[src/la_core_pkg.sv]
package la_core_pkg;

    localparam int XLEN    = 32;
    localparam int GPR_NUM = 32;
    localparam int REG_AW  = $clog2(GPR_NUM);

    // 3R opcodes sit in instr[31:15]
    localparam logic [16:0] OPC_ADD_W = 17'h00020;
    localparam logic [16:0] OPC_SUB_W = 17'h00022;
    localparam logic [16:0] OPC_SLT   = 17'h00024;
    localparam logic [16:0] OPC_AND   = 17'h00029;
    localparam logic [16:0] OPC_OR    = 17'h0002a;
    localparam logic [16:0] OPC_XOR   = 17'h0002b;

    // 2RI12 opcodes sit in instr[31:22]
    localparam logic [9:0] OPC_SLTI   = 10'h008;
    localparam logic [9:0] OPC_ADDI_W = 10'h00a;
    localparam logic [9:0] OPC_ANDI   = 10'h00d;
    localparam logic [9:0] OPC_ORI    = 10'h00e;
    localparam logic [9:0] OPC_XORI   = 10'h00f;
    localparam logic [9:0] OPC_LD_W   = 10'h0a2;
    localparam logic [9:0] OPC_ST_W   = 10'h0a6;

    // 2RI14 opcodes sit in instr[31:24]
    localparam logic [7:0] OPC_LL_W = 8'h20;
    localparam logic [7:0] OPC_SC_W = 8'h21;

    typedef enum logic [3:0] {
        ALU_ADD, ALU_SUB, ALU_AND, ALU_OR, ALU_XOR,
        ALU_SLT, ALU_LL, ALU_SC, ALU_LD, ALU_ST
    } alu_op_e;

    typedef enum logic [2:0] {
        SEL_ARITH, SEL_LOGIC, SEL_LOAD, SEL_STORE, SEL_MOVE
    } alu_sel_e;

    typedef enum logic [2:0] {
        MEM_NONE, MEM_LOAD, MEM_STORE, MEM_LL, MEM_SC
    } mem_op_e;

    typedef struct packed {
        logic [16:0]       opcode;
        logic [REG_AW-1:0] rk;
        logic [REG_AW-1:0] rj;
        logic [REG_AW-1:0] rd;
    } fmt_3r_t;

    typedef struct packed {
        logic [9:0]        opcode;
        logic [11:0]       imm12;
        logic [REG_AW-1:0] rj;
        logic [REG_AW-1:0] rd;
    } fmt_2ri12_t;

    typedef struct packed {
        logic [7:0]        opcode;
        logic [13:0]       imm14;
        logic [REG_AW-1:0] rj;
        logic [REG_AW-1:0] rd;
    } fmt_2ri14_t;

    // same instruction word seen through each format
    typedef union packed {
        fmt_3r_t    fmt_3r;
        fmt_2ri12_t fmt_2ri12;
        fmt_2ri14_t fmt_2ri14;
    } instr_fmt_u;

endpackage

[src/decode_if.sv]
`timescale 1ns/1ns

// one decoded instruction on its way from decode to execute
interface decode_if;

    logic                           valid;
    logic                           illegal;
    la_core_pkg::alu_op_e           aluop;
    la_core_pkg::alu_sel_e          alusel;
    la_core_pkg::mem_op_e           memop;
    logic [la_core_pkg::XLEN-1:0]   opa;
    logic [la_core_pkg::XLEN-1:0]   opb;
    logic [la_core_pkg::XLEN-1:0]   imm;
    logic                           write_valid;
    logic [la_core_pkg::REG_AW-1:0] write_addr;
    // rd value for ST.W and SC.W
    logic [la_core_pkg::XLEN-1:0]   store_data;

    modport master (
        output valid, illegal, aluop, alusel, memop, opa, opb, imm,
               write_valid, write_addr, store_data
    );

    modport slave (
        input valid, illegal, aluop, alusel, memop, opa, opb, imm,
              write_valid, write_addr, store_data
    );

endinterface

[src/decoder_2ri14.sv]
`timescale 1ns/1ns

// LL.W and SC.W, layout {opcode[8], imm14, rj, rd}
module decoder_2ri14 (
    input  la_core_pkg::instr_fmt_u        instr_i,
    output logic                           claim_o,
    output logic [1:0]                     read_valid_o,
    output logic [la_core_pkg::XLEN-1:0]   imm_o,
    output logic                           write_valid_o,
    output logic [la_core_pkg::REG_AW-1:0] write_addr_o,
    output la_core_pkg::alu_op_e           aluop_o,
    output la_core_pkg::alu_sel_e          alusel_o,
    output la_core_pkg::mem_op_e           memop_o
);

    la_core_pkg::fmt_2ri14_t f;

    assign f = instr_i.fmt_2ri14;

    // word offset, sign extended then shifted by two
    assign imm_o = {{(la_core_pkg::XLEN-16){f.imm14[13]}}, f.imm14, 2'b00};

    always_comb begin
        claim_o       = 1'b1;
        read_valid_o  = 2'b11;
        write_valid_o = 1'b1;
        write_addr_o  = f.rd;
        aluop_o       = la_core_pkg::ALU_LL;
        alusel_o      = la_core_pkg::SEL_MOVE;
        memop_o       = la_core_pkg::MEM_NONE;
        case (f.opcode)
            la_core_pkg::OPC_LL_W: begin
                read_valid_o = 2'b01;
                memop_o      = la_core_pkg::MEM_LL;
            end
            // rd is both the store data and the success flag target
            la_core_pkg::OPC_SC_W: begin
                aluop_o = la_core_pkg::ALU_SC;
                memop_o = la_core_pkg::MEM_SC;
            end
            default: begin
                claim_o       = 1'b0;
                read_valid_o  = 2'b00;
                write_valid_o = 1'b0;
            end
        endcase
    end

endmodule

[src/decoder_2ri12.sv]
`timescale 1ns/1ns

// register-immediate ops and word loads/stores
module decoder_2ri12 (
    input  la_core_pkg::instr_fmt_u        instr_i,
    output logic                           claim_o,
    output logic [1:0]                     read_valid_o,
    output logic [la_core_pkg::XLEN-1:0]   imm_o,
    output logic                           write_valid_o,
    output logic [la_core_pkg::REG_AW-1:0] write_addr_o,
    output la_core_pkg::alu_op_e           aluop_o,
    output la_core_pkg::alu_sel_e          alusel_o,
    output la_core_pkg::mem_op_e           memop_o
);

    la_core_pkg::fmt_2ri12_t f;
    logic                    zext;

    assign f = instr_i.fmt_2ri12;

    // logic immediates are zero extended
    assign imm_o = zext ? {{(la_core_pkg::XLEN-12){1'b0}}, f.imm12}
                        : {{(la_core_pkg::XLEN-12){f.imm12[11]}}, f.imm12};

    always_comb begin
        claim_o       = 1'b1;
        read_valid_o  = 2'b01;
        write_valid_o = 1'b1;
        write_addr_o  = f.rd;
        aluop_o       = la_core_pkg::ALU_ADD;
        alusel_o      = la_core_pkg::SEL_ARITH;
        memop_o       = la_core_pkg::MEM_NONE;
        zext          = 1'b0;
        case (f.opcode)
            la_core_pkg::OPC_ADDI_W: ;
            la_core_pkg::OPC_SLTI: aluop_o = la_core_pkg::ALU_SLT;
            la_core_pkg::OPC_ANDI: begin
                aluop_o  = la_core_pkg::ALU_AND;
                alusel_o = la_core_pkg::SEL_LOGIC;
                zext     = 1'b1;
            end
            la_core_pkg::OPC_ORI: begin
                aluop_o  = la_core_pkg::ALU_OR;
                alusel_o = la_core_pkg::SEL_LOGIC;
                zext     = 1'b1;
            end
            la_core_pkg::OPC_XORI: begin
                aluop_o  = la_core_pkg::ALU_XOR;
                alusel_o = la_core_pkg::SEL_LOGIC;
                zext     = 1'b1;
            end
            la_core_pkg::OPC_LD_W: begin
                aluop_o  = la_core_pkg::ALU_LD;
                alusel_o = la_core_pkg::SEL_LOAD;
                memop_o  = la_core_pkg::MEM_LOAD;
            end
            // store reads rd as data and writes nothing back
            la_core_pkg::OPC_ST_W: begin
                aluop_o       = la_core_pkg::ALU_ST;
                alusel_o      = la_core_pkg::SEL_STORE;
                memop_o       = la_core_pkg::MEM_STORE;
                read_valid_o  = 2'b11;
                write_valid_o = 1'b0;
                write_addr_o  = '0;
            end
            default: begin
                claim_o       = 1'b0;
                read_valid_o  = 2'b00;
                write_valid_o = 1'b0;
            end
        endcase
    end

endmodule

[src/decoder_3r.sv]
`timescale 1ns/1ns

// register-register ops, layout {opcode[17], rk, rj, rd}
module decoder_3r (
    input  la_core_pkg::instr_fmt_u        instr_i,
    output logic                           claim_o,
    output logic [1:0]                     read_valid_o,
    output logic                           write_valid_o,
    output logic [la_core_pkg::REG_AW-1:0] write_addr_o,
    output la_core_pkg::alu_op_e           aluop_o,
    output la_core_pkg::alu_sel_e          alusel_o,
    output la_core_pkg::mem_op_e           memop_o
);

    la_core_pkg::fmt_3r_t f;

    assign f            = instr_i.fmt_3r;
    assign read_valid_o = claim_o ? 2'b11 : 2'b00;
    assign write_valid_o = claim_o;
    assign write_addr_o = f.rd;
    assign memop_o      = la_core_pkg::MEM_NONE;

    always_comb begin
        claim_o  = 1'b1;
        aluop_o  = la_core_pkg::ALU_ADD;
        alusel_o = la_core_pkg::SEL_ARITH;
        case (f.opcode)
            la_core_pkg::OPC_ADD_W: ;
            la_core_pkg::OPC_SUB_W: aluop_o = la_core_pkg::ALU_SUB;
            la_core_pkg::OPC_SLT:   aluop_o = la_core_pkg::ALU_SLT;
            la_core_pkg::OPC_AND: begin
                aluop_o  = la_core_pkg::ALU_AND;
                alusel_o = la_core_pkg::SEL_LOGIC;
            end
            la_core_pkg::OPC_OR: begin
                aluop_o  = la_core_pkg::ALU_OR;
                alusel_o = la_core_pkg::SEL_LOGIC;
            end
            la_core_pkg::OPC_XOR: begin
                aluop_o  = la_core_pkg::ALU_XOR;
                alusel_o = la_core_pkg::SEL_LOGIC;
            end
            default: claim_o = 1'b0;
        endcase
    end

endmodule

[src/gpr_file.sv]
`timescale 1ns/1ns

module gpr_file (
    input  logic                           clk,
    input  logic                           rst_n_i,
    input  logic [la_core_pkg::REG_AW-1:0] raddr_a_i,
    input  logic [la_core_pkg::REG_AW-1:0] raddr_b_i,
    output logic [la_core_pkg::XLEN-1:0]   rdata_a_o,
    output logic [la_core_pkg::XLEN-1:0]   rdata_b_o,
    input  logic                           we_i,
    input  logic [la_core_pkg::REG_AW-1:0] waddr_i,
    input  logic [la_core_pkg::XLEN-1:0]   wdata_i
);

    logic [la_core_pkg::XLEN-1:0] regs [la_core_pkg::GPR_NUM];

    always_ff @(posedge clk) begin
        if (!rst_n_i) begin
            for (int i = 0; i < la_core_pkg::GPR_NUM; i++) begin
                regs[i] <= '0;
            end
        end else if (we_i && waddr_i != '0) begin
            regs[waddr_i] <= wdata_i;
        end
    end

    // r0 is hardwired to zero, same-cycle writes bypass to the readers
    assign rdata_a_o = (raddr_a_i == '0)                   ? '0 :
                       (we_i && waddr_i == raddr_a_i)      ? wdata_i : regs[raddr_a_i];
    assign rdata_b_o = (raddr_b_i == '0)                   ? '0 :
                       (we_i && waddr_i == raddr_b_i)      ? wdata_i : regs[raddr_b_i];

endmodule

[src/decode_stage.sv]
`timescale 1ns/1ns

module decode_stage (
    input  logic                           clk,
    input  logic                           rst_n_i,
    input  logic                           issue_i,
    input  la_core_pkg::instr_fmt_u        instr_i,
    output logic [la_core_pkg::REG_AW-1:0] gpr_raddr_a_o,
    output logic [la_core_pkg::REG_AW-1:0] gpr_raddr_b_o,
    input  logic [la_core_pkg::XLEN-1:0]   gpr_rdata_a_i,
    input  logic [la_core_pkg::XLEN-1:0]   gpr_rdata_b_i,
    decode_if.master                       dec_o
);

    logic                           claim_14, claim_12, claim_3r, any_claim;
    logic [1:0]                     rv_14, rv_12, rv_3r, read_valid;
    logic [la_core_pkg::XLEN-1:0]   imm_14, imm_12, imm;
    logic                           wv_14, wv_12, wv_3r, write_valid;
    logic [la_core_pkg::REG_AW-1:0] wa_14, wa_12, wa_3r, write_addr;
    la_core_pkg::alu_op_e           op_14, op_12, op_3r, aluop;
    la_core_pkg::alu_sel_e          sel_14, sel_12, sel_3r, alusel;
    la_core_pkg::mem_op_e           mem_14, mem_12, mem_3r, memop;

    decoder_2ri14 u_dec_2ri14 (
        .instr_i(instr_i), .claim_o(claim_14), .read_valid_o(rv_14), .imm_o(imm_14),
        .write_valid_o(wv_14), .write_addr_o(wa_14), .aluop_o(op_14),
        .alusel_o(sel_14), .memop_o(mem_14)
    );

    decoder_2ri12 u_dec_2ri12 (
        .instr_i(instr_i), .claim_o(claim_12), .read_valid_o(rv_12), .imm_o(imm_12),
        .write_valid_o(wv_12), .write_addr_o(wa_12), .aluop_o(op_12),
        .alusel_o(sel_12), .memop_o(mem_12)
    );

    decoder_3r u_dec_3r (
        .instr_i(instr_i), .claim_o(claim_3r), .read_valid_o(rv_3r),
        .write_valid_o(wv_3r), .write_addr_o(wa_3r), .aluop_o(op_3r),
        .alusel_o(sel_3r), .memop_o(mem_3r)
    );

    assign any_claim = claim_14 | claim_12 | claim_3r;

    // rj and rd share their bit positions in every format
    assign gpr_raddr_a_o = instr_i.fmt_3r.rj;
    assign gpr_raddr_b_o = claim_3r ? instr_i.fmt_3r.rk : instr_i.fmt_3r.rd;

    // formats never overlap so at most one decoder claims
    always_comb begin
        read_valid  = rv_14;
        imm         = imm_14;
        write_valid = wv_14;
        write_addr  = wa_14;
        aluop       = op_14;
        alusel      = sel_14;
        memop       = mem_14;
        if (claim_3r) begin
            read_valid  = rv_3r;
            imm         = '0;
            write_valid = wv_3r;
            write_addr  = wa_3r;
            aluop       = op_3r;
            alusel      = sel_3r;
            memop       = mem_3r;
        end else if (claim_12) begin
            read_valid  = rv_12;
            imm         = imm_12;
            write_valid = wv_12;
            write_addr  = wa_12;
            aluop       = op_12;
            alusel      = sel_12;
            memop       = mem_12;
        end else if (!claim_14) begin
            write_valid = 1'b0;
            memop       = la_core_pkg::MEM_NONE;
        end
    end

    always_ff @(posedge clk) begin
        if (!rst_n_i) begin
            dec_o.valid   <= 1'b0;
            dec_o.illegal <= 1'b0;
        end else begin
            dec_o.valid   <= issue_i;
            dec_o.illegal <= issue_i & ~any_claim;
        end
    end

    // unread operands are zeroed so execute can OR in the immediate
    always_ff @(posedge clk) begin
        dec_o.aluop       <= aluop;
        dec_o.alusel      <= alusel;
        dec_o.memop       <= memop;
        dec_o.opa         <= read_valid[0] ? gpr_rdata_a_i : '0;
        dec_o.opb         <= read_valid[1] ? gpr_rdata_b_i : '0;
        dec_o.imm         <= imm;
        dec_o.write_valid <= write_valid;
        dec_o.write_addr  <= write_addr;
        dec_o.store_data  <= gpr_rdata_b_i;
    end

endmodule

[src/alu_execute.sv]
`timescale 1ns/1ns

module alu_execute (
    input  logic                           clk,
    input  logic                           rst_n_i,
    decode_if.slave                        dec_i,
    output logic                           valid_o,
    output logic                           illegal_o,
    output logic [la_core_pkg::XLEN-1:0]   alu_result_o,
    output logic [la_core_pkg::XLEN-1:0]   store_data_o,
    output la_core_pkg::mem_op_e           memop_o,
    output logic                           write_valid_o,
    output logic [la_core_pkg::REG_AW-1:0] write_addr_o
);

    logic [la_core_pkg::XLEN-1:0] op_b;
    logic [la_core_pkg::XLEN-1:0] arith_res;
    logic [la_core_pkg::XLEN-1:0] logic_res;

    // only one of opb and imm is nonzero for ALU ops
    assign op_b = dec_i.opb | dec_i.imm;

    always_comb begin
        case (dec_i.aluop)
            la_core_pkg::ALU_ADD: arith_res = dec_i.opa + op_b;
            la_core_pkg::ALU_SUB: arith_res = dec_i.opa - op_b;
            la_core_pkg::ALU_SLT: begin
                arith_res = {{(la_core_pkg::XLEN-1){1'b0}},
                             ($signed(dec_i.opa) < $signed(op_b))};
            end
            // memory ops use rj plus offset as address
            default: arith_res = dec_i.opa + dec_i.imm;
        endcase
    end

    always_comb begin
        case (dec_i.aluop)
            la_core_pkg::ALU_AND: logic_res = dec_i.opa & op_b;
            la_core_pkg::ALU_OR:  logic_res = dec_i.opa | op_b;
            default:              logic_res = dec_i.opa ^ op_b;
        endcase
    end

    always_ff @(posedge clk) begin
        if (!rst_n_i) begin
            valid_o   <= 1'b0;
            illegal_o <= 1'b0;
        end else begin
            valid_o   <= dec_i.valid;
            illegal_o <= dec_i.illegal;
        end
    end

    always_ff @(posedge clk) begin
        alu_result_o  <= (dec_i.alusel == la_core_pkg::SEL_LOGIC) ? logic_res : arith_res;
        store_data_o  <= dec_i.store_data;
        memop_o       <= dec_i.memop;
        write_valid_o <= dec_i.write_valid;
        write_addr_o  <= dec_i.write_addr;
    end

endmodule

[src/result_stage.sv]
`timescale 1ns/1ns

module result_stage #(
    parameter int MEM_WORDS = 64
) (
    input  logic                           clk,
    input  logic                           rst_n_i,
    input  logic                           valid_i,
    input  logic                           illegal_i,
    input  logic [la_core_pkg::XLEN-1:0]   alu_result_i,
    input  logic [la_core_pkg::XLEN-1:0]   store_data_i,
    input  la_core_pkg::mem_op_e           memop_i,
    input  logic                           write_valid_i,
    input  logic [la_core_pkg::REG_AW-1:0] write_addr_i,
    output logic                           gpr_we_o,
    output logic [la_core_pkg::REG_AW-1:0] gpr_waddr_o,
    output logic [la_core_pkg::XLEN-1:0]   gpr_wdata_o,
    output logic                           retire_valid_o,
    output logic [la_core_pkg::REG_AW-1:0] retire_addr_o,
    output logic [la_core_pkg::XLEN-1:0]   retire_data_o,
    output logic                           illegal_o
);

    localparam int IDX_W = $clog2(MEM_WORDS);

    logic [la_core_pkg::XLEN-1:0] mem [MEM_WORDS];
    logic                         ll_bit;
    logic [IDX_W-1:0]             idx;
    logic                         mem_we;
    logic [la_core_pkg::XLEN-1:0] wb_data;

    // word index, byte offset bits dropped
    assign idx = alu_result_i[IDX_W+1:2];

    // SC.W only stores while the link is held
    assign mem_we = valid_i && (memop_i == la_core_pkg::MEM_STORE ||
                                (memop_i == la_core_pkg::MEM_SC && ll_bit));

    always_comb begin
        case (memop_i)
            la_core_pkg::MEM_LOAD, la_core_pkg::MEM_LL: wb_data = mem[idx];
            la_core_pkg::MEM_SC: wb_data = {{(la_core_pkg::XLEN-1){1'b0}}, ll_bit};
            default: wb_data = alu_result_i;
        endcase
    end

    assign gpr_we_o    = valid_i & write_valid_i;
    assign gpr_waddr_o = write_addr_i;
    assign gpr_wdata_o = wb_data;

    always_ff @(posedge clk) begin
        if (mem_we) begin
            mem[idx] <= store_data_i;
        end
    end

    // set by LL.W, dropped by any store or SC.W
    always_ff @(posedge clk) begin
        if (!rst_n_i) begin
            ll_bit <= 1'b0;
        end else if (valid_i && memop_i == la_core_pkg::MEM_LL) begin
            ll_bit <= 1'b1;
        end else if (valid_i && (memop_i == la_core_pkg::MEM_SC ||
                                 memop_i == la_core_pkg::MEM_STORE)) begin
            ll_bit <= 1'b0;
        end
    end

    always_ff @(posedge clk) begin
        if (!rst_n_i) begin
            retire_valid_o <= 1'b0;
            illegal_o      <= 1'b0;
        end else begin
            retire_valid_o <= valid_i & write_valid_i;
            illegal_o      <= valid_i & illegal_i;
        end
    end

    always_ff @(posedge clk) begin
        retire_addr_o <= write_addr_i;
        retire_data_o <= wb_data;
    end

endmodule

[src/la_exec_top.sv]
`timescale 1ns/1ns

module la_exec_top #(
    parameter int MEM_WORDS = 64
) (
    input  logic                           clk,
    input  logic                           rst_n_i,
    input  logic                           issue_i,
    input  logic [la_core_pkg::XLEN-1:0]   instr_i,
    output logic                           retire_valid_o,
    output logic [la_core_pkg::REG_AW-1:0] retire_addr_o,
    output logic [la_core_pkg::XLEN-1:0]   retire_data_o,
    output logic                           illegal_o
);

    logic [la_core_pkg::REG_AW-1:0] raddr_a, raddr_b, waddr, ex_write_addr;
    logic [la_core_pkg::XLEN-1:0]   rdata_a, rdata_b, wdata;
    logic [la_core_pkg::XLEN-1:0]   ex_result, ex_store_data;
    logic                           we, ex_valid, ex_illegal, ex_write_valid;
    la_core_pkg::mem_op_e           ex_memop;

    decode_if u_dec_if ();

    gpr_file u_gpr (
        .clk(clk), .rst_n_i(rst_n_i),
        .raddr_a_i(raddr_a), .raddr_b_i(raddr_b),
        .rdata_a_o(rdata_a), .rdata_b_o(rdata_b),
        .we_i(we), .waddr_i(waddr), .wdata_i(wdata)
    );

    decode_stage u_decode (
        .clk(clk), .rst_n_i(rst_n_i), .issue_i(issue_i), .instr_i(instr_i),
        .gpr_raddr_a_o(raddr_a), .gpr_raddr_b_o(raddr_b),
        .gpr_rdata_a_i(rdata_a), .gpr_rdata_b_i(rdata_b),
        .dec_o(u_dec_if.master)
    );

    alu_execute u_execute (
        .clk(clk), .rst_n_i(rst_n_i), .dec_i(u_dec_if.slave),
        .valid_o(ex_valid), .illegal_o(ex_illegal),
        .alu_result_o(ex_result), .store_data_o(ex_store_data), .memop_o(ex_memop),
        .write_valid_o(ex_write_valid), .write_addr_o(ex_write_addr)
    );

    result_stage #(
        .MEM_WORDS(MEM_WORDS)
    ) u_result (
        .clk(clk), .rst_n_i(rst_n_i),
        .valid_i(ex_valid), .illegal_i(ex_illegal),
        .alu_result_i(ex_result), .store_data_i(ex_store_data), .memop_i(ex_memop),
        .write_valid_i(ex_write_valid), .write_addr_i(ex_write_addr),
        .gpr_we_o(we), .gpr_waddr_o(waddr), .gpr_wdata_o(wdata),
        .retire_valid_o(retire_valid_o), .retire_addr_o(retire_addr_o),
        .retire_data_o(retire_data_o), .illegal_o(illegal_o)
    );

endmodule

[config.mk]
export PLATFORM = sky130hd
export DESIGN_NAME = la_exec_top
export DESIGN_NICKNAME = d
export VERILOG_FILES = /design/src/la_core_pkg.sv /design/src/decode_if.sv /design/src/decoder_2ri14.sv /design/src/decoder_2ri12.sv /design/src/decoder_3r.sv /design/src/gpr_file.sv /design/src/decode_stage.sv /design/src/alu_execute.sv /design/src/result_stage.sv /design/src/la_exec_top.sv
export SDC_FILE = /design/constraint.sdc
export NUM_CORES = 2
export LEC_CHECK = 0
export BUFFER_PORTS_ARGS = -buffer_cell sky130_fd_sc_hd__buf_2
export CAP_MARGIN = 25
export CELL_PAD_IN_SITES_DETAIL_PLACEMENT = 1
export CELL_PAD_IN_SITES_GLOBAL_PLACEMENT = 1
export CORE_MARGIN = 10
export CORE_UTILIZATION = 56
export CTS_BUF_LIST = sky130_fd_sc_hd__clkbuf_4 sky130_fd_sc_hd__clkbuf_8
export DETAILED_ROUTE_END_ITERATION = 7
export GPL_ROUTABILITY_DRIVEN = 0
export PLACE_DENSITY_LB_ADDON = 0.1
export SLEW_MARGIN = 20
export SYNTH_ARGS = -nofsm -noshare
export SYNTH_HDL_FRONTEND = slang
export SYNTH_SLANG_ARGS = --single-unit
[constraint.sdc]
create_clock -name clk -period 5.23 [get_ports clk]
set_input_delay 0.2615 -clock clk [delete_from_list [all_inputs] [get_ports clk]]
set_output_delay 0.2615 -clock clk [all_outputs]
set_load 0.05 [all_outputs]
# [Word-level counts from Yosys, hierarchy flattened]
# Memories as Yosys holds them, arrays and structs flattened. A register that Yosys moved wholly into a read port is not among the register bits.
# Cells that the tools add are included.
[op_classes] addsub=3 order_cmp=1 eq_ne=26 muxes=48 bitwise=12 n_reduce_logical=24
[ops] operator="32-bit two-way mux" count=7
[ops] operator="32-bit one-hot mux with 2 select lines" count=2
[ops] operator="17-bit by 6-bit == test with 1-bit output (second input constant)" count=6
[ops] operator="32-bit one-hot mux with 3 select lines" count=1
[ops] operator="32-bit adder" count=2
[ops] operator="32-bit bitwise OR" count=2
[ops] operator="10-bit by 4-bit == test with 1-bit output (second input constant)" count=5
[ops] operator="32-bit AND" count=1
[ops] operator="32-bit less-than comparator" count=1
[ops] operator="32-bit OR reduction" count=1
[ops] operator="32-bit subtractor" count=1
[ops] operator="32-bit bitwise XOR" count=1
[ops] operator="5-bit two-way mux" count=5
[ops] operator="4-bit one-hot mux with 6 select lines" count=1
[ops] operator="10-bit by 8-bit == test with 1-bit output (second input constant)" count=2
[ops] operator="1-bit two-way mux" count=18
[ops] operator="8-bit by 6-bit == test with 1-bit output (second input constant)" count=2
[ops] operator="3-bit one-hot mux with 5 select lines" count=1
[ops] operator="3-bit two-way mux" count=4
[ops] operator="2-bit one-hot mux with 2 select lines" count=3
[ops] operator="6-bit OR reduction" count=2
[ops] operator="5-bit == test" count=2
[ops] operator="5-bit zero test" count=2
[ops] operator="4-bit by 2-bit == test with 1-bit output (second input constant)" count=2
[ops] operator="20 further kinds" count=40
[word_totals] regBits=261 mem_bits_rw=3072 input_bits=35 output_inout_bits=39 elab_cells=140 n_memories=2
[mem_list] name="u_result.mem" depth=64 word_bits=32 read_ports=1 rd_clocked_by_memory_dff=1 write_ports=1 line="result_stage.sv:26" text="logic [la_core_pkg::XLEN-1:0] mem [MEM_WORDS];"
[mem_list] name="u_gpr.regs" depth=32 word_bits=32 read_ports=2 rd_clocked_by_memory_dff=0 write_ports=32 line="gpr_file.sv:15" text="logic [la_core_pkg::XLEN-1:0] regs [la_core_pkg::GPR_NUM];"

# [Depth between registers and ports, before layout]
[logic_depth] word_depth=8 mapped_depth=17

# [Modules after synthesis]
# From an unflattened synthesis, not the netlist that was laid out.
[hier_totals] cells_unflattened=9838 area_unflattened_um2=147425.1
[modules_own_cells] module="result_stage" n_inst=1 cells_per_inst=4565 area_per_inst_um2=79328.6 seq_area_each_um2=62299.8
[modules_own_cells] module="gpr_file" n_inst=1 cells_per_inst=3744 area_per_inst_um2=54698.7 seq_area_each_um2=30749.5
[modules_own_cells] module="alu_execute" n_inst=1 cells_per_inst=930 area_per_inst_um2=7121.8 seq_area_each_um2=1501.4
[modules_own_cells] module="decode_stage" n_inst=1 cells_per_inst=437 area_per_inst_um2=5058.6 seq_area_each_um2=2922.8
[modules_own_cells] module="decoder_2ri12" n_inst=1 cells_per_inst=72 area_per_inst_um2=536.8 seq_area_each_um2=0.0
[modules_own_cells] module="decoder_2ri14" n_inst=1 cells_per_inst=56 area_per_inst_um2=426.7 seq_area_each_um2=0.0
[modules_own_cells] module="decoder_3r" n_inst=1 cells_per_inst=34 area_per_inst_um2=254.0 seq_area_each_um2=0.0

# [Worst setup path before layout]
# No wires, ideal clock.
[synth_timing] path_type="flip-flop to flip-flop" start="register u_decode.dec_o.aluop[2]" end="register u_execute.alu_result_o[29] (netlist bit)" t_arrival_ps=3929 t_required_ps=5156 path_slack_ps=1227 path_stages_with_launch=16 n_path_buf=2 period_less_slack_ps=4003 cell_sequence="dfxtp_1 > clkbuf_1 > nor4_1 > clkbuf_1 > a21o_1 > ha_1 > a21o_1 > o21a_1 > o31a_1 > a221oi_2 > o21ai_0 > o41a_1 > a31oi_1 > o21bai_1 > or3_1 > a31oi_1"
[synth_between] elab_chain_len=3
[synth_lines] element="start, declared" line="decode_if.sv:20" text="output valid, illegal, aluop, alusel, memop, opa, opb, imm,"
[synth_lines] element="4-bit by 3-bit == test with 1-bit output (tied with other cells)" line="alu_execute.sv:24" text="case (dec_i.aluop)"
[synth_lines] element="32-bit one-hot mux with 3 select lines / 32-bit one-hot mux with 2 select lines (equally long branches)" line="alu_execute.sv:24, alu_execute.sv:37"
[synth_lines] element="32-bit two-way mux (*)" line="alu_execute.sv:55" text="alu_result_o <= (dec_i.alusel == la_core_pkg::SEL_LOGIC) ? logic_res : arith_res;"
[synth_lines] element="end signal, assigned" line="alu_execute.sv:55"
[synth_lines] element="end, declared" line="alu_execute.sv:9" text="output logic [la_core_pkg::XLEN-1:0] alu_result_o,"
# Mark *: on every way between the ends. The rest lies on a longest branch, timed or not.
# A chain may end at the register's enable or synchronous reset.

==> qor.csv <==
stage,metric,value,unit
synthesis,Synth area leader,edfxtp_1,
clocking,Post-CTS Setup Inserts,0,
status,run status,"finished, final reports clean",
floorplanning,die span in y,518,um
synthesis,"EDFF count, synth",3072,
worst_setup_path,R2R setup slack,0.25,ns
hold_path,HP Start,instr_i[4],
clocking,Num CTS Buffers,560,
worst_setup_path,Worst setup SP type,register,
drt,metal3 WL,60.2,mm
worst_setup_path,data required time at the worst endpoint,6.12,ns
worst_setup_path,CP arrival,5.87,ns
global_routing,initial antenna violation count,29,
synthesis,share of the synthesized area in the top cell type,66.4,%
worst_setup_path,r2r startpoint,u_execute.alu_result_o[3],
clocking,clock root buffer,clkbuf_8,
floorplanning,Ports,74,
clocking,cts repair resizes,0,
power,LEAKAGE,53.7,nW
power,Power per Cell Area,367,mW/mm^2
layout,area of the multi-input gates,0.0396,sq mm
worst_setup_path,CP Max Fanout,34,
drt,Residual DRC,0,
clocking,Sink Count,3317,
floorplanning,Die Wd,518,um
synthesis,share of synthesized registers carrying an async set or reset,0,%
synthesis,"top cells by area, synth","edfxtp_1, mux4_2, a22oi_1",
place,Placed Instances,13039,
synthesis,synthesized area,0.139,sq mm
clocking,Clock Path Buffers,4,
global_routing,vias in the first global route,104226,
synthesis,Yosys reg bits,3317,
synthesis,YS warnings,0,
place,post-DP HPWL,322,mm
layout,Reg area,0.0972,sq mm
timing,skew final,0.105,ns
clocking,Worst-path clk slew,0.06,ns
worst_setup_path,crit path from,u_execute.alu_result_o[3],
layout,Filler Cell Count,22817,
drt,wl on met1,178,mm
timing,Finish-stage setup viols,0,
timing,RSZ-0062 raised after global routing,false,
global_routing,first-pass GRT wire length,754,mm
drt,router iterations before antenna repair,6,
worst_setup_path,Critical Path Sink Type,register,
synthesis,sequential fraction of the synthesis area,69.9,%
power,peak supply drop,0.000246,V
drt,highest metal used,met5,
layout,P&R area growth vs syn,14.3,%
synthesis,Syn Inst Count,9877,
timing,minimum clock period,4.98,ns
drt,"antenna viol nets, final",0,
clocking,clock latency on the worst-skew pair,1.12,ns
clocking,CTS tree,done,
timing,endpoints failing hold,0,
floorplanning,Die ar.,0.269,sq mm
drt,vias per cell,7.19,
floorplanning,row count,182,
timing,Fmax achieved,0.201,GHz
job,max-cap viol count,0,
layout,most frequent cells in the layout,"edfxtp_1, nor2_1, nand2_1, a22oi_1, clkbuf_8",
drt,WL per Instance,37.8,um
timing,post-route setup TNS,0,ns
layout,Final Non-Filler Cells,14089,
global_routing,GRT Residual Overflow,0,
drt,via count,101291,
synthesis,"Primary FF master, synth",edfxtp_1,
global_routing,Tot GR Track Use,38.4,%
layout,final net count,10468,
drt,Routed WL,533,mm
synthesis,syn_area_per_cell,14.1,sq um
drt,drt first-iter violations,15498,
timing,"Slew Viols, Final",0,
synthesis,Yosys cell types,85,
layout,"most common cell after layout, fill and taps aside",edfxtp_1,
timing,Rel. slew slack,16.6,%
global_routing,largest net degree at the start of global routing,98,
floorplanning,initial core utilization,56.4,%
clocking,number of H-tree levels,6,
place,Port Buffers,73,
hold_path,Hold WC Path Type,in2reg,
floorplanning,core area,0.246,sq mm
drt,met2 WL post-DR,252,mm
worst_setup_path,Setup CP Type,reg2reg,
timing,period utilization,95.2,%
layout,share of cells above drive strength 1,19.7,%
timing,Worst-Margin Slew,1.24,ns
[critical path, stage by stage, from the launching register on]
cell and delay [ns]:
dfxtp_2 0.66, and3b_4 0.49, buf_4 0.34, a22o_1 0.28, a221oi_1 0.32, a31oi_1 0.18
a21oi_1 0.64, a31oi_1 0.52, a21oi_4 0.90, inv_1 0.19, nand3_1 0.12, o221ai_1 0.11
[sequential cells by signal, indices dropped and copies added, names as in the netlist, 3 cells and up]
name / cells
u_result.retire_data_o: 32
u_execute.write_addr_o: 5
u_decode.dec_o.memop: 3
u_decode.dec_o.opa: 32
u_gpr.regs: 1024
u_decode.dec_o.imm: 16
u_execute.alu_result_o: 32
u_result.mem: 2048
u_decode.dec_o.store_data: 32
u_decode.dec_o.opb: 32
u_execute.store_data_o: 32
u_execute.memop_o: 3
u_decode.dec_o.write_addr: 5
u_result.retire_addr_o: 5
u_decode.dec_o.alusel: 3
u_decode.dec_o.aluop: 4
[path summary, 6_finish.rpt]
check             cells past startpoint                             to
hold reg to reg                       0      u_execute.store_data_o[1]
hold / removal                        3   u_decode.dec_o.write_addr[4]
setup / recovery                     11  u_decode.dec_o.store_data[18]
setup reg to reg                     11  u_decode.dec_o.store_data[18]
[area by class of cell]
type	count	share of cell area [%]
diodes	19	0.0299
clock buffers	777	6.01
clock inverters	198	0.804
inverters	99	0.234
multi-input cells	5671	24.9
flip-flops and latches	3317	61.2
well taps	3312	2.61
repair buffers	696	4.21
[kinds of logic after synthesis]
group / count (synthesis) / share of synthesized area (%)
AO/OA/AOI/OAI: 2262 / 11.9
XOR/XNOR: 64 / 0.403
adder cells (fa/ha/maj): 88 / 0.797
buffers and inverters: 920 / 2.58
flip-flops: 3317 / 69.9
multiplexers: 362 / 5.56
other: 1 / 0.00270
AND/OR/NAND/NOR: 2863 / 8.83
[through the flow]
stage	utilization (%)	hold slack (ns)	setup slack, ns	area [sq um]	power, W
3_3_place_gp	59.7	0.310	0.560	147000	0.0352
6_report	64.5	0.0687	0.252	159000	0.0584
2_1_floorplan	-	0.310	1.23	139000	0.0331
4_1_cts	64.4	0.0122	0.453	159000	0.0582
3_5_place_dp	59.8	0.313	0.492	147000	0.0355
5_1_grt	64.5	0.0773	0.243	159000	0.0598
[cells in the mapped netlist, drive strengths merged (44+ instances only)]
master  count
a22oi     721
and3      201
a41oi      72
nor4       46
nand4      44
a31oi     316
clkbuf    595
a211oi    278
nor2     1271
a22o      158
dfxtp     245
mux4      325
ha         87
nor3       67
a221oi    167
edfxtp   3072
inv        99
o21ai      74
nor2b      47
nand3     186
buf       226
o22ai      63
xnor2      44
a21oi     207
nand2     904
[power breakdown]
group / switching (W) / leakage (nW) / internal [W]
registers: 0.000349 / 31.1 / 0.0298
logic: 0.00355 / 16.9 / 0.00145
clock network: 0.0109 / 5.71 / 0.0123
[metal layers]
layer,up-vias,track usage [%]
met5,-,0
met4,22,24.8
met3,2138,8.40
met2,8049,62.6
met1,51470,46.3
li1,39612,-
[what timing repair did]
item | 4_1_cts | 5_1_grt
hold buffers | 48 | 0
hold endpoints to repair | 84 | 0
endpoints found under the setup margin | 0 | 0
No activity file was read; power rests on OpenSTA's default activity.
